===== src/common/portalPkg.sv =====
package portalPkg;

  localparam int DataWidth = 32;
  localparam int AxiIdWidth = 12;
  localparam int PortalIdWidth = 6;
  localparam int PortalAddrWidth = 18;
  localparam int ByteCountWidth = 10;
  localparam int BytesPerWord = 4;

  typedef logic [DataWidth-1:0] wordT;
  typedef logic [PortalIdWidth-1:0] portalIdT;
  typedef logic [PortalAddrWidth-1:0] portalAddrT;
  typedef logic [ByteCountWidth-1:0] byteCountT;
  typedef logic [3:0] axiLenT;
  typedef logic [1:0] axiRespT;

  // Address, byte count and ID, 34 bits
  typedef struct packed {
    portalAddrT addr;
    byteCountT byteCount;
    portalIdT id;
  } portalReqT;

  // One data beat, 39 bits
  typedef struct packed {
    wordT data;
    portalIdT id;
    logic last;
  } portalBeatT;

  localparam axiRespT RespOkay = 2'b00;

  // AXI3 length field counts beats minus one
  function automatic portalReqT makeReq(logic [DataWidth-1:0] addr, axiLenT len,
                                        logic [AxiIdWidth-1:0] id);
    portalReqT req;
    req.addr = addr[PortalAddrWidth-1:0];
    req.byteCount = byteCountT'((byteCountT'(len) + byteCountT'(1)) * BytesPerWord);
    req.id = id[PortalIdWidth-1:0];
    return req;
  endfunction

endpackage

===== src/common/portalDataIf.sv =====
`timescale 1ns/1ns

// Beat channel, used for write and read data
interface portalDataIf
  import portalPkg::*;
();

  logic valid;
  logic ready;
  portalBeatT beat;

  modport source (
    output valid,
    output beat,
    input  ready
  );

  modport sink (
    input  valid,
    input  beat,
    output ready
  );

endinterface


===== src/common/portalReqIf.sv =====
`timescale 1ns/1ns

// Split-transaction request channel
interface portalReqIf
  import portalPkg::*;
();

  logic valid;
  logic ready;
  portalReqT req;

  modport source (
    output valid,
    output req,
    input  ready
  );

  modport sink (
    input  valid,
    input  req,
    output ready
  );

endinterface


===== src/hw/zynqPortalTop.sv =====
`timescale 1ns/1ns

module zynqPortalTop
  import portalPkg::*;
#(
  parameter int MemWords = 64
) (
  input  logic                  clk,
  input  logic                  rstN,
  input  logic                  awValid,
  output logic                  awReady,
  input  logic [DataWidth-1:0]  awAddr,
  input  axiLenT                awLen,
  input  logic [AxiIdWidth-1:0] awId,
  input  logic                  wValid,
  output logic                  wReady,
  input  wordT                  wData,
  input  logic [AxiIdWidth-1:0] wId,
  input  logic                  wLast,
  output logic                  bValid,
  input  logic                  bReady,
  output logic [AxiIdWidth-1:0] bId,
  output axiRespT               bResp,
  input  logic                  arValid,
  output logic                  arReady,
  input  logic [DataWidth-1:0]  arAddr,
  input  axiLenT                arLen,
  input  logic [AxiIdWidth-1:0] arId,
  output logic                  rValid,
  input  logic                  rReady,
  output wordT                  rData,
  output logic [AxiIdWidth-1:0] rId,
  output logic                  rLast,
  output axiRespT               rResp
);

  portalReqIf writeReq ();
  portalDataIf writeData ();
  portalReqIf readReq ();
  portalDataIf readData ();

  logic doneValid;
  logic doneReady;
  portalIdT doneId;

  axiWriteBridge writeBridge_i (
    .clk(clk), .rstN(rstN),
    .awValid(awValid), .awReady(awReady), .awAddr(awAddr), .awLen(awLen), .awId(awId),
    .wValid(wValid), .wReady(wReady), .wData(wData), .wId(wId), .wLast(wLast),
    .bValid(bValid), .bReady(bReady), .bId(bId), .bResp(bResp),
    .req(writeReq.source),
    .data(writeData.source),
    .doneValid(doneValid), .doneReady(doneReady), .doneId(doneId)
  );

  axiReadBridge readBridge_i (
    .clk(clk), .rstN(rstN),
    .arValid(arValid), .arReady(arReady), .arAddr(arAddr), .arLen(arLen), .arId(arId),
    .rValid(rValid), .rReady(rReady), .rData(rData), .rId(rId), .rLast(rLast),
    .rResp(rResp),
    .req(readReq.source),
    .data(readData.sink)
  );

  portalMemory #(.MemWords(MemWords)) memory_i (
    .clk(clk),
    .rstN(rstN),
    .writeReq(writeReq.sink),
    .writeData(writeData.sink),
    .doneValid(doneValid),
    .doneReady(doneReady),
    .doneId(doneId),
    .readReq(readReq.sink),
    .readData(readData.source)
  );

endmodule


===== src/hw/portalMemory.sv =====
`timescale 1ns/1ns

module portalMemory
  import portalPkg::*;
#(
  parameter int MemWords = 64
) (
  input  logic        clk,
  input  logic        rstN,
  portalReqIf.sink    writeReq,
  portalDataIf.sink   writeData,
  output logic        doneValid,
  input  logic        doneReady,
  output portalIdT    doneId,
  portalReqIf.sink    readReq,
  portalDataIf.source readData
);

  localparam int IdxWidth = $clog2(MemWords);
  localparam int BeatWidth = ByteCountWidth - 2;

  wordT mem [MemWords];

  logic wrBusy;
  logic [IdxWidth-1:0] wrIndex;
  logic [BeatWidth-1:0] wrLeft;
  portalIdT wrId;
  logic wrAccept;
  logic wrFire;

  logic rdBusy;
  logic [IdxWidth-1:0] rdIndex;
  logic [BeatWidth-1:0] rdLeft;
  portalIdT rdId;
  logic rdAccept;
  logic rdFire;

  // Write side stays closed until its done has been taken
  assign writeReq.ready = !wrBusy && !doneValid;
  assign writeData.ready = wrBusy;
  assign wrAccept = writeReq.valid && writeReq.ready;
  assign wrFire = writeData.valid && writeData.ready;
  assign doneId = wrId;

  assign readReq.ready = !rdBusy;
  assign readData.valid = rdBusy;
  assign rdAccept = readReq.valid && readReq.ready;
  assign rdFire = readData.valid && readData.ready;
  assign readData.beat = '{data: mem[rdIndex], id: rdId, last: (rdLeft == BeatWidth'(1))};

  always_ff @(posedge clk or negedge rstN) begin
    if (!rstN) begin
      wrBusy <= 1'b0;
      wrLeft <= '0;
      doneValid <= 1'b0;
    end else begin
      if (wrAccept) begin
        wrBusy <= 1'b1;
        wrLeft <= writeReq.req.byteCount[ByteCountWidth-1:2];
      end else if (wrFire) begin
        wrLeft <= wrLeft - BeatWidth'(1);
        if (wrLeft == BeatWidth'(1)) begin
          wrBusy <= 1'b0;
          doneValid <= 1'b1;
        end
      end
      if (doneValid && doneReady) begin
        doneValid <= 1'b0;
      end
    end
  end

  always_ff @(posedge clk or negedge rstN) begin
    if (!rstN) begin
      rdBusy <= 1'b0;
      rdLeft <= '0;
    end else begin
      if (rdAccept) begin
        rdBusy <= 1'b1;
        rdLeft <= readReq.req.byteCount[ByteCountWidth-1:2];
      end else if (rdFire) begin
        rdLeft <= rdLeft - BeatWidth'(1);
        if (rdLeft == BeatWidth'(1)) begin
          rdBusy <= 1'b0;
        end
      end
    end
  end

  // Word index is the byte address over four, wrapping at MemWords
  always_ff @(posedge clk) begin
    if (wrAccept) begin
      wrIndex <= writeReq.req.addr[IdxWidth+1:2];
      wrId <= writeReq.req.id;
    end else if (wrFire) begin
      mem[wrIndex] <= writeData.beat.data;
      wrIndex <= wrIndex + IdxWidth'(1);
    end
    if (rdAccept) begin
      rdIndex <= readReq.req.addr[IdxWidth+1:2];
      rdId <= readReq.req.id;
    end else if (rdFire) begin
      rdIndex <= rdIndex + IdxWidth'(1);
    end
  end

endmodule


===== src/axiBridge/axiReadBridge.sv =====
`timescale 1ns/1ns

module axiReadBridge
  import portalPkg::*;
(
  input  logic                  clk,
  input  logic                  rstN,
  input  logic                  arValid,
  output logic                  arReady,
  input  logic [DataWidth-1:0]  arAddr,
  input  axiLenT                arLen,
  input  logic [AxiIdWidth-1:0] arId,
  output logic                  rValid,
  input  logic                  rReady,
  output wordT                  rData,
  output logic [AxiIdWidth-1:0] rId,
  output logic                  rLast,
  output axiRespT               rResp,
  portalReqIf.source            req,
  portalDataIf.sink             data
);

  logic arFull;
  logic rFull;
  portalBeatT rBeat;

  assign arReady = !arFull;
  // Memory stalls while the beat buffer is full
  assign data.ready = !rFull;

  portalFifo #(.payloadT(portalReqT)) arFifo_i (
    .clk(clk),
    .rstN(rstN),
    .push(arValid && arReady),
    .pushData(makeReq(arAddr, arLen, arId)),
    .full(arFull),
    .pop(req.valid && req.ready),
    .popData(req.req),
    .notEmpty(req.valid)
  );

  portalFifo #(.payloadT(portalBeatT)) rFifo_i (
    .clk(clk),
    .rstN(rstN),
    .push(data.valid && data.ready),
    .pushData(data.beat),
    .full(rFull),
    .pop(rValid && rReady),
    .popData(rBeat),
    .notEmpty(rValid)
  );

  assign rData = rBeat.data;
  assign rId = AxiIdWidth'(rBeat.id);
  assign rLast = rBeat.last;
  assign rResp = RespOkay;

endmodule


===== src/axiBridge/axiWriteBridge.sv =====
`timescale 1ns/1ns

module axiWriteBridge
  import portalPkg::*;
(
  input  logic                  clk,
  input  logic                  rstN,
  input  logic                  awValid,
  output logic                  awReady,
  input  logic [DataWidth-1:0]  awAddr,
  input  axiLenT                awLen,
  input  logic [AxiIdWidth-1:0] awId,
  input  logic                  wValid,
  output logic                  wReady,
  input  wordT                  wData,
  input  logic [AxiIdWidth-1:0] wId,
  input  logic                  wLast,
  output logic                  bValid,
  input  logic                  bReady,
  output logic [AxiIdWidth-1:0] bId,
  output axiRespT               bResp,
  portalReqIf.source            req,
  portalDataIf.source           data,
  input  logic                  doneValid,
  output logic                  doneReady,
  input  portalIdT              doneId
);

  logic awFull;
  logic wFull;
  logic doneFull;
  portalIdT bIdShort;
  portalBeatT wBeat;

  assign awReady = !awFull;
  assign wReady = !wFull;
  assign doneReady = !doneFull;

  assign wBeat.data = wData;
  assign wBeat.id = wId[PortalIdWidth-1:0];
  assign wBeat.last = wLast;

  portalFifo #(.payloadT(portalReqT)) awFifo_i (
    .clk(clk),
    .rstN(rstN),
    .push(awValid && awReady),
    .pushData(makeReq(awAddr, awLen, awId)),
    .full(awFull),
    .pop(req.valid && req.ready),
    .popData(req.req),
    .notEmpty(req.valid)
  );

  portalFifo #(.payloadT(portalBeatT)) wFifo_i (
    .clk(clk),
    .rstN(rstN),
    .push(wValid && wReady),
    .pushData(wBeat),
    .full(wFull),
    .pop(data.valid && data.ready),
    .popData(data.beat),
    .notEmpty(data.valid)
  );

  // Done IDs wait here until the master takes the response
  portalFifo #(.payloadT(portalIdT)) bFifo_i (
    .clk(clk),
    .rstN(rstN),
    .push(doneValid && doneReady),
    .pushData(doneId),
    .full(doneFull),
    .pop(bValid && bReady),
    .popData(bIdShort),
    .notEmpty(bValid)
  );

  assign bId = AxiIdWidth'(bIdShort);
  assign bResp = RespOkay;

endmodule


===== src/hw/portalFifo.sv =====
`timescale 1ns/1ns

module portalFifo #(
  parameter type payloadT = logic
) (
  input  logic    clk,
  input  logic    rstN,
  input  logic    push,
  input  payloadT pushData,
  output logic    full,
  input  logic    pop,
  output payloadT popData,
  output logic    notEmpty
);

  payloadT entries [2];
  logic rdPtr;
  logic [1:0] count;
  logic wrPtr;
  logic doPush;
  logic doPop;

  assign full = (count == 2'd2);
  assign notEmpty = (count != 2'd0);
  assign doPop = pop && notEmpty;
  // Full only takes a push when the head leaves in the same cycle
  assign doPush = push && (!full || doPop);
  assign wrPtr = rdPtr ^ count[0];
  assign popData = entries[rdPtr];

  always_ff @(posedge clk or negedge rstN) begin
    if (!rstN) begin
      rdPtr <= 1'b0;
      count <= 2'd0;
    end else begin
      if (doPop) begin
        rdPtr <= ~rdPtr;
      end
      case ({doPush, doPop})
        2'b10: count <= count + 2'd1;
        2'b01: count <= count - 2'd1;
        default: count <= count;
      endcase
    end
  end

  always_ff @(posedge clk) begin
    if (doPush) begin
      entries[wrPtr] <= pushData;
    end
  end

endmodule


===== config.mk =====
export PLATFORM = sky130hd
export DESIGN_NAME = zynqPortalTop
export DESIGN_NICKNAME = d
export VERILOG_FILES = /design/src/common/portalPkg.sv /design/src/common/portalDataIf.sv /design/src/common/portalReqIf.sv /design/src/hw/zynqPortalTop.sv /design/src/hw/portalMemory.sv /design/src/axiBridge/axiReadBridge.sv /design/src/axiBridge/axiWriteBridge.sv /design/src/hw/portalFifo.sv
export SDC_FILE = /design/constraint.sdc
export NUM_CORES = 2
export LEC_CHECK = 0
export ABC_AREA = 0
export BUFFER_PORTS_ARGS = -buffer_cell sky130_fd_sc_hd__buf_4
export CAP_MARGIN = 5
export CORE_ASPECT_RATIO = 1.2
export CORE_MARGIN = 4
export CORE_UTILIZATION = 50
export DETAILED_ROUTE_END_ITERATION = 6
export GPL_TIMING_DRIVEN = 0
export PLACE_DENSITY = 0.75
export SYNTH_ARGS = -nofsm -noshare
export SYNTH_HDL_FRONTEND = slang
export SYNTH_SLANG_ARGS = --single-unit

===== constraint.sdc =====
create_clock -name clk -period 5.32 [get_ports clk]
set_input_delay 1.064 -clock clk [delete_from_list [all_inputs] [get_ports clk]]
set_output_delay 1.064 -clock clk [all_outputs]
set_load 0.005 [all_outputs]

* Word level (Yosys, flattened, before mapping)
Memories as Yosys holds them, arrays and structs flattened. A register that Yosys moved wholly into a read port is not among the register bits.
Index checks and enable logic that the tools add are counted.
** Word-level totals
- Register bits :: 58
- Memory bits (writable) :: 2332
- Input bits :: 148
- Output and inout bits :: 66
- Word-level logic and storage cells :: 159
- Memories :: 6
** Cells by class
- Add/subtract/negate cells :: 16
- Eq/ne operators :: 18
- Mux-type cells :: 37
- Bitwise operators :: 10
- Reduce and logical (&&, ||, !) cells :: 53
** Memory list
- memory_i.mem :: depth 64, bits a word 32, rd ports 1, clocked after memory_dff 1, wr ports 1, RTL line portalMemory.sv:22 : wordT mem [MemWords];
- readBridge_i.rFifo_i.entries :: depth 2, bits a word 39, rd ports 1, clocked after memory_dff 0, wr ports 1, RTL line portalFifo.sv:16 : payloadT entries [2];
- writeBridge_i.wFifo_i.entries :: depth 2, bits a word 39, rd ports 1, clocked after memory_dff 0, wr ports 1, RTL line portalFifo.sv:16
- readBridge_i.arFifo_i.entries :: depth 2, bits a word 29, rd ports 1, clocked after memory_dff 0, wr ports 1, RTL line portalFifo.sv:16
- writeBridge_i.awFifo_i.entries :: depth 2, bits a word 29, rd ports 1, clocked after memory_dff 0, wr ports 1, RTL line portalFifo.sv:16
- writeBridge_i.bFifo_i.entries :: depth 2, bits a word 6, rd ports 1, clocked after memory_dff 0, wr ports 1, RTL line portalFifo.sv:16
** Operator list (count)
- 2-to-1 mux 8 bit :: 4
- nonzero test 2 bit :: 16
- 2-to-1 mux 6 bit :: 5
- 2-to-1 mux 1 bit :: 23
- logical AND 1 bit :: 21
- == test 2 bit (second input constant) :: 10
- one-hot mux 2 bit (2 select lines) :: 5
- == test 8 x 1 -> 1 bit (second input constant) :: 2
- subtractor 8 x 1 -> 8 bit (second input constant) :: 2
- adder 6 x 1 -> 6 bit (second input constant) :: 2
- adder 2 x 1 -> 2 bit (second input constant) :: 5
- adder 4 x 1 -> 5 bit (second input constant) :: 2
- == test 2 x 1 -> 1 bit (second input constant) :: 5
- subtractor 2 x 1 -> 2 bit (second input constant) :: 5
- zero test 1 bit :: 8
- logical OR 1 bit :: 5
- NOT 1 bit :: 5
- XOR 1 bit :: 5
- AND reduction 2 bit :: 2
- AND reduction 3 bit :: 1
- != test 2 bit (second input constant) :: 1

* Logic depth before layout (Yosys ltp)
- Word-level depth :: 8
- Gate-level depth with buffers :: 9
- Depth with buffers taken out :: 7

* Modules after synthesis
Synthesis repeated with hierarchy kept, for this count alone.
** Unflattened totals
- Cells, all modules :: 4108
- Area, all modules :: 93089.3 µm²
** Modules (own cells, without submodules)
- portalMemory :: times used 1, cells each 3454, area each 80280.7 µm², sequential area each 62815.2 µm²
- portalFifo at readBridge_i.rFifo_i ... :: times used 2, cells each 149, area each 3206.8 µm², sequential area each 2417.3 µm²
- portalFifo at readBridge_i.arFifo_i ... :: times used 2, cells each 133, area each 2722.6 µm², sequential area each 2117.0 µm²
- portalFifo at writeBridge_i.bFifo_i :: times used 1, cells each 45, area each 648.1 µm², sequential area each 435.4 µm²
- axiWriteBridge :: times used 1, cells each 24, area each 158.9 µm², sequential area each 0.0 µm²
- axiReadBridge :: times used 1, cells each 21, area each 142.6 µm², sequential area each 0.0 µm²

* Worst setup path before layout
OpenSTA, ideal clock, no wires.
- Kind :: reg2reg
- Start point :: register writeBridge_i.wFifo_i.count[0]
- End point :: memory memory_i.mem[57][0] in the netlist's numbering, enable pin
- Setup time :: 0.421 ns
- Arrival :: 2.616 ns
- Required time :: 4.899 ns
- Slack :: 2.283 ns
- Cell stages (with the launch flop) :: 6
- Path buffers :: 1
- Period minus slack after synthesis :: 3.037 ns
- Path through :: dfrtp_1 o21ai_1 inv_1 clkbuf_1 nand3_1 nor2_1
** On the way
- Cells in the longest elaborated chain, start to end :: 5
** RTL lines
- start, declared :: RTL line portalFifo.sv:18 : logic [1:0] count;
- start signal, assigned :: RTL line portalFifo.sv:40 : 2'b10: count <= count + 2'd1;
- start signal, assigned :: RTL line portalFifo.sv:41 : 2'b01: count <= count - 2'd1;
- start signal, assigned :: RTL line portalFifo.sv:42 : default: count <= count;
- nonzero test 2 bit :: RTL line portalFifo.sv:24 : assign notEmpty = (count != 2'd0);
- logical AND 1 bit :: RTL line portalMemory.sv:42 : assign wrFire = writeData.valid && writeData.ready;
- 2-to-1 mux 1 bit :: RTL line portalMemory.sv:95 : end else if (wrFire) begin
- 2-to-1 mux 1 bit :: RTL line portalMemory.sv:92 : if (wrAccept) begin
- 2-to-1 mux 1 bit (not written as such) :: RTL line portalMemory.sv:96 : mem[wrIndex] <= writeData.beat.data;
- end, declared :: RTL line portalMemory.sv:22
Every way passes these cells.

==> metrics.txt <==
Cell Area, Synth ~0.089 mm²; worst hold-check path type in2async; CP delay by family, top simple AND/OR/NAND/NOR gates; Max Clk Rate 197 MHz; drt first-iter violations 7655; Leak between 30 and 40 nW; # Post-CTS Setup Buffers 0; # Max-Cap Violations 2; final hold vios 0; CP endpoint kind register; pre-CTS setup slack between 0.6 and 0.7 ns; Post-synth top flop edfxtp_1; first-pass GRT wire length 342000 µm; DRC errors left 1; Area growth, synth to finish 14.5%; failing checks DRC, capacitance limit, slew limit; Tmin final 5.08 ns; 1st-pass router iterations 7; core area 0.177 mm²; grt ovf 0; unrepaired setup endpoints after global routing false; GRT Util Overall 26.4%; Setup TNS 0 ns; H-tree Lvls 4; # rows ~170; share of cells above drive strength 1 around 30%; Slew Viols, Final 3; antenna violations before repair 9; Clock Path Buffers 3; slowest stage cell, crit path nor4_1; Layout Nets ~4600; syn avg cell area 22.3 µm²; CTS tree built; area occupied by multi-input gates between 0.015 and 0.02 mm²; initial core utilization 50.3%; final hold slack roughly 0.18 ns; largest net degree at the start of global routing 65; max incr delay on CP around 1.3 ns; Final Core Density 57.6%; Final period util between 90% and 100%; Worst Path Max Fanout 10; worst setup path class reg2reg; most used cell, CP clkbuf_1; die height about 470 µm; VDD IR max between 0.0005 and 0.0006 V; synthesized flop and latch total 2334; commonest non-fill, non-tap cell in the layout edfxtp_1; register area between 0.06 and 0.07 mm²; Post-DRT Antenna Nets 0; asr flop ratio synth 1.46%; vias approximately 45000; CP startpoint kind register; Root Driver clkbuf_16; mean routed wirelength per cell roughly 35 µm; pwr dens 617 mW/mm²; Routed Wire Length between 200000 and 250000 µm; EDFF count, synth around 2300; worst path required time 5.90 ns; register area share after synthesis roughly four fifths; synth unique cells 51; Layout fillers approximately 12000; clock-pin slew on the worst setup and hold paths roughly 0.070 ns; clock skew 0.0376 ns; crit-path cells clkbuf_1 -> nand3b_1 -> clkbuf_1 -> o22ai_1 -> nor4_1 -> nor2_1 -> a21oi_1; Num CTS Buffers roughly 200; fin worst setup slack 0.240 ns; later-pin clock latency in the skew report 0.86 ns; gpl congestion ~0.92; Die X roughly 400 µm; sum of buffers and inverters on the critical path 2; CTS Hold Bufs 0; yosys warns 0; Die ar. approximately 0.18 mm²; clk sinks roughly 2300; vias in the first global route about 45000; leading cell types in the layout, fill and taps excluded 2294 x edfxtp_1, 501 x mux4_2, 208 x clkbuf_16; Slew HR -5.39%; Power Total 62.8 mW; Post-DP HPWL between 150000 and 200000 µm; Final Setup Violations 0; Via density approximately 6.5; outcome finished with violations; post-CTS sizing 0; CP Data Arrival Time between 5 and 6 ns; worst slew pin tran 1.57 ns; port bufs 120; Mapped Cells between 3000 and 4000; I/O pins 214
-- logic make-up (layout without fill, tap and decap cells) --
family	after synthesis	in the layout	share of synthesized area [%]
mux	718	718	15.3
flops	2334	2334	78.6
xor+xnor	48	48	0.473
buf+inv	232	825	1.41
other cells	1	21	0.00422
fa+ha+maj	13	13	0.183
compound gates	303	303	2.25
simple gates	330	330	1.77
-- metrics by stage --
step	instances	cell area, µm²
global placement	6422	92700
global route	6896	102000
CTS	6889	102000
finish	6900	102000
floorplan	3994	88900
detailed placement	6511	95000
-- synth_stat cells, drive strengths merged, types with 29 or more instances --
cell | number | share of area (%)
nor2 | 130 | 0.55
dfrtp | 34 | 0.96
clkbuf | 68 | 0.29
xnor2 | 30 | 0.30
mux2 | 120 | 1.5
mux4 | 501 | 13
a21oi | 42 | 0.24
o21ai | 44 | 0.25
mux2i | 97 | 1.1
nand2 | 54 | 0.23
o22ai | 125 | 0.88
edfxtp | 2294 | 78
nor4 | 29 | 0.20
buf | 154 | 1.1
-- flip-flops by register name, summed over array words and instances, names as in the netlist, 2 cells and up, named ones only --
register,flops
readBridge_i.rFifo_i.entries,78
memory_i.doneId,6
readBridge_i.arFifo_i.entries,34
writeBridge_i.bFifo_i.entries,12
writeBridge_i.awFifo_i.count,2
writeBridge_i.wFifo_i.entries,64
memory_i.rdLeft,8
writeBridge_i.awFifo_i.entries,34
memory_i.rdId,6
readBridge_i.rFifo_i.count,2
writeBridge_i.bFifo_i.count,2
memory_i.rdIndex,6
readBridge_i.arFifo_i.count,2
writeBridge_i.wFifo_i.count,2
memory_i.wrIndex,6
memory_i.wrLeft,8
memory_i.mem,2048
-- worst paths after layout --
path / cells past startpoint / slack (ns) / endpoint
worst max-delay path: 7 / 0.24 / readBridge_i.rFifo_i.entries[0][32]$_DFFE_PP_
worst min-delay path: 1 / 0.18 / writeBridge_i.awFifo_i.count[0]$_DFFE_PN0P_
worst max register to register: 7 / 0.24 / readBridge_i.rFifo_i.entries[0][32]$_DFFE_PP_
worst min register to register: 0 / 0.45 / readBridge_i.rFifo_i.entries[0][2]$_DFFE_PP_
max in group asynchronous: 1 / 4.81 / writeBridge_i.awFifo_i.rdPtr$_DFFE_PN0P_
min in group clk: 1 / 0.40 / readBridge_i.arFifo_i.entries[0][17]$_DFFE_PP_
-- worst reg2reg max path, cell delays in order, from the launching register on --
cell	delay (ns)
dfxtp_1	0.54
clkbuf_1	0.70
nand3b_1	0.61
clkbuf_1	0.55
o22ai_1	0.44
nor4_1	1.28
nor2_1	0.17
a21oi_1	0.53
-- cell type report --
class                   instances  share of cell area, %
flip-flops and latches       2334                   68.7
multi-input cells            1428                   18.2
clock buffers                 257                   5.34
well taps                    2308                   2.84
repair buffers                215                   2.68
plain buffers                 222                   1.20
clock inverters               121                   1.08
inverters                      10                 0.0369
diodes                          5                 0.0123
-- power by group --
group	internal (mW)	switching, mW	total [mW]
Sequential	25.3	0.613	25.9
Combinational	7.39	14.9	22.3
Clock	8.00	6.63	14.6
Total	40.7	22.1	62.8
-- metal layers --
metal	track usage (%)	part of all wire, %
met1	33.9	33
met2	40.5	47
met3	7.99	13
met4	14.2	6.8
met5	0.264	0.014
Power figures use the tool's default switching activity.
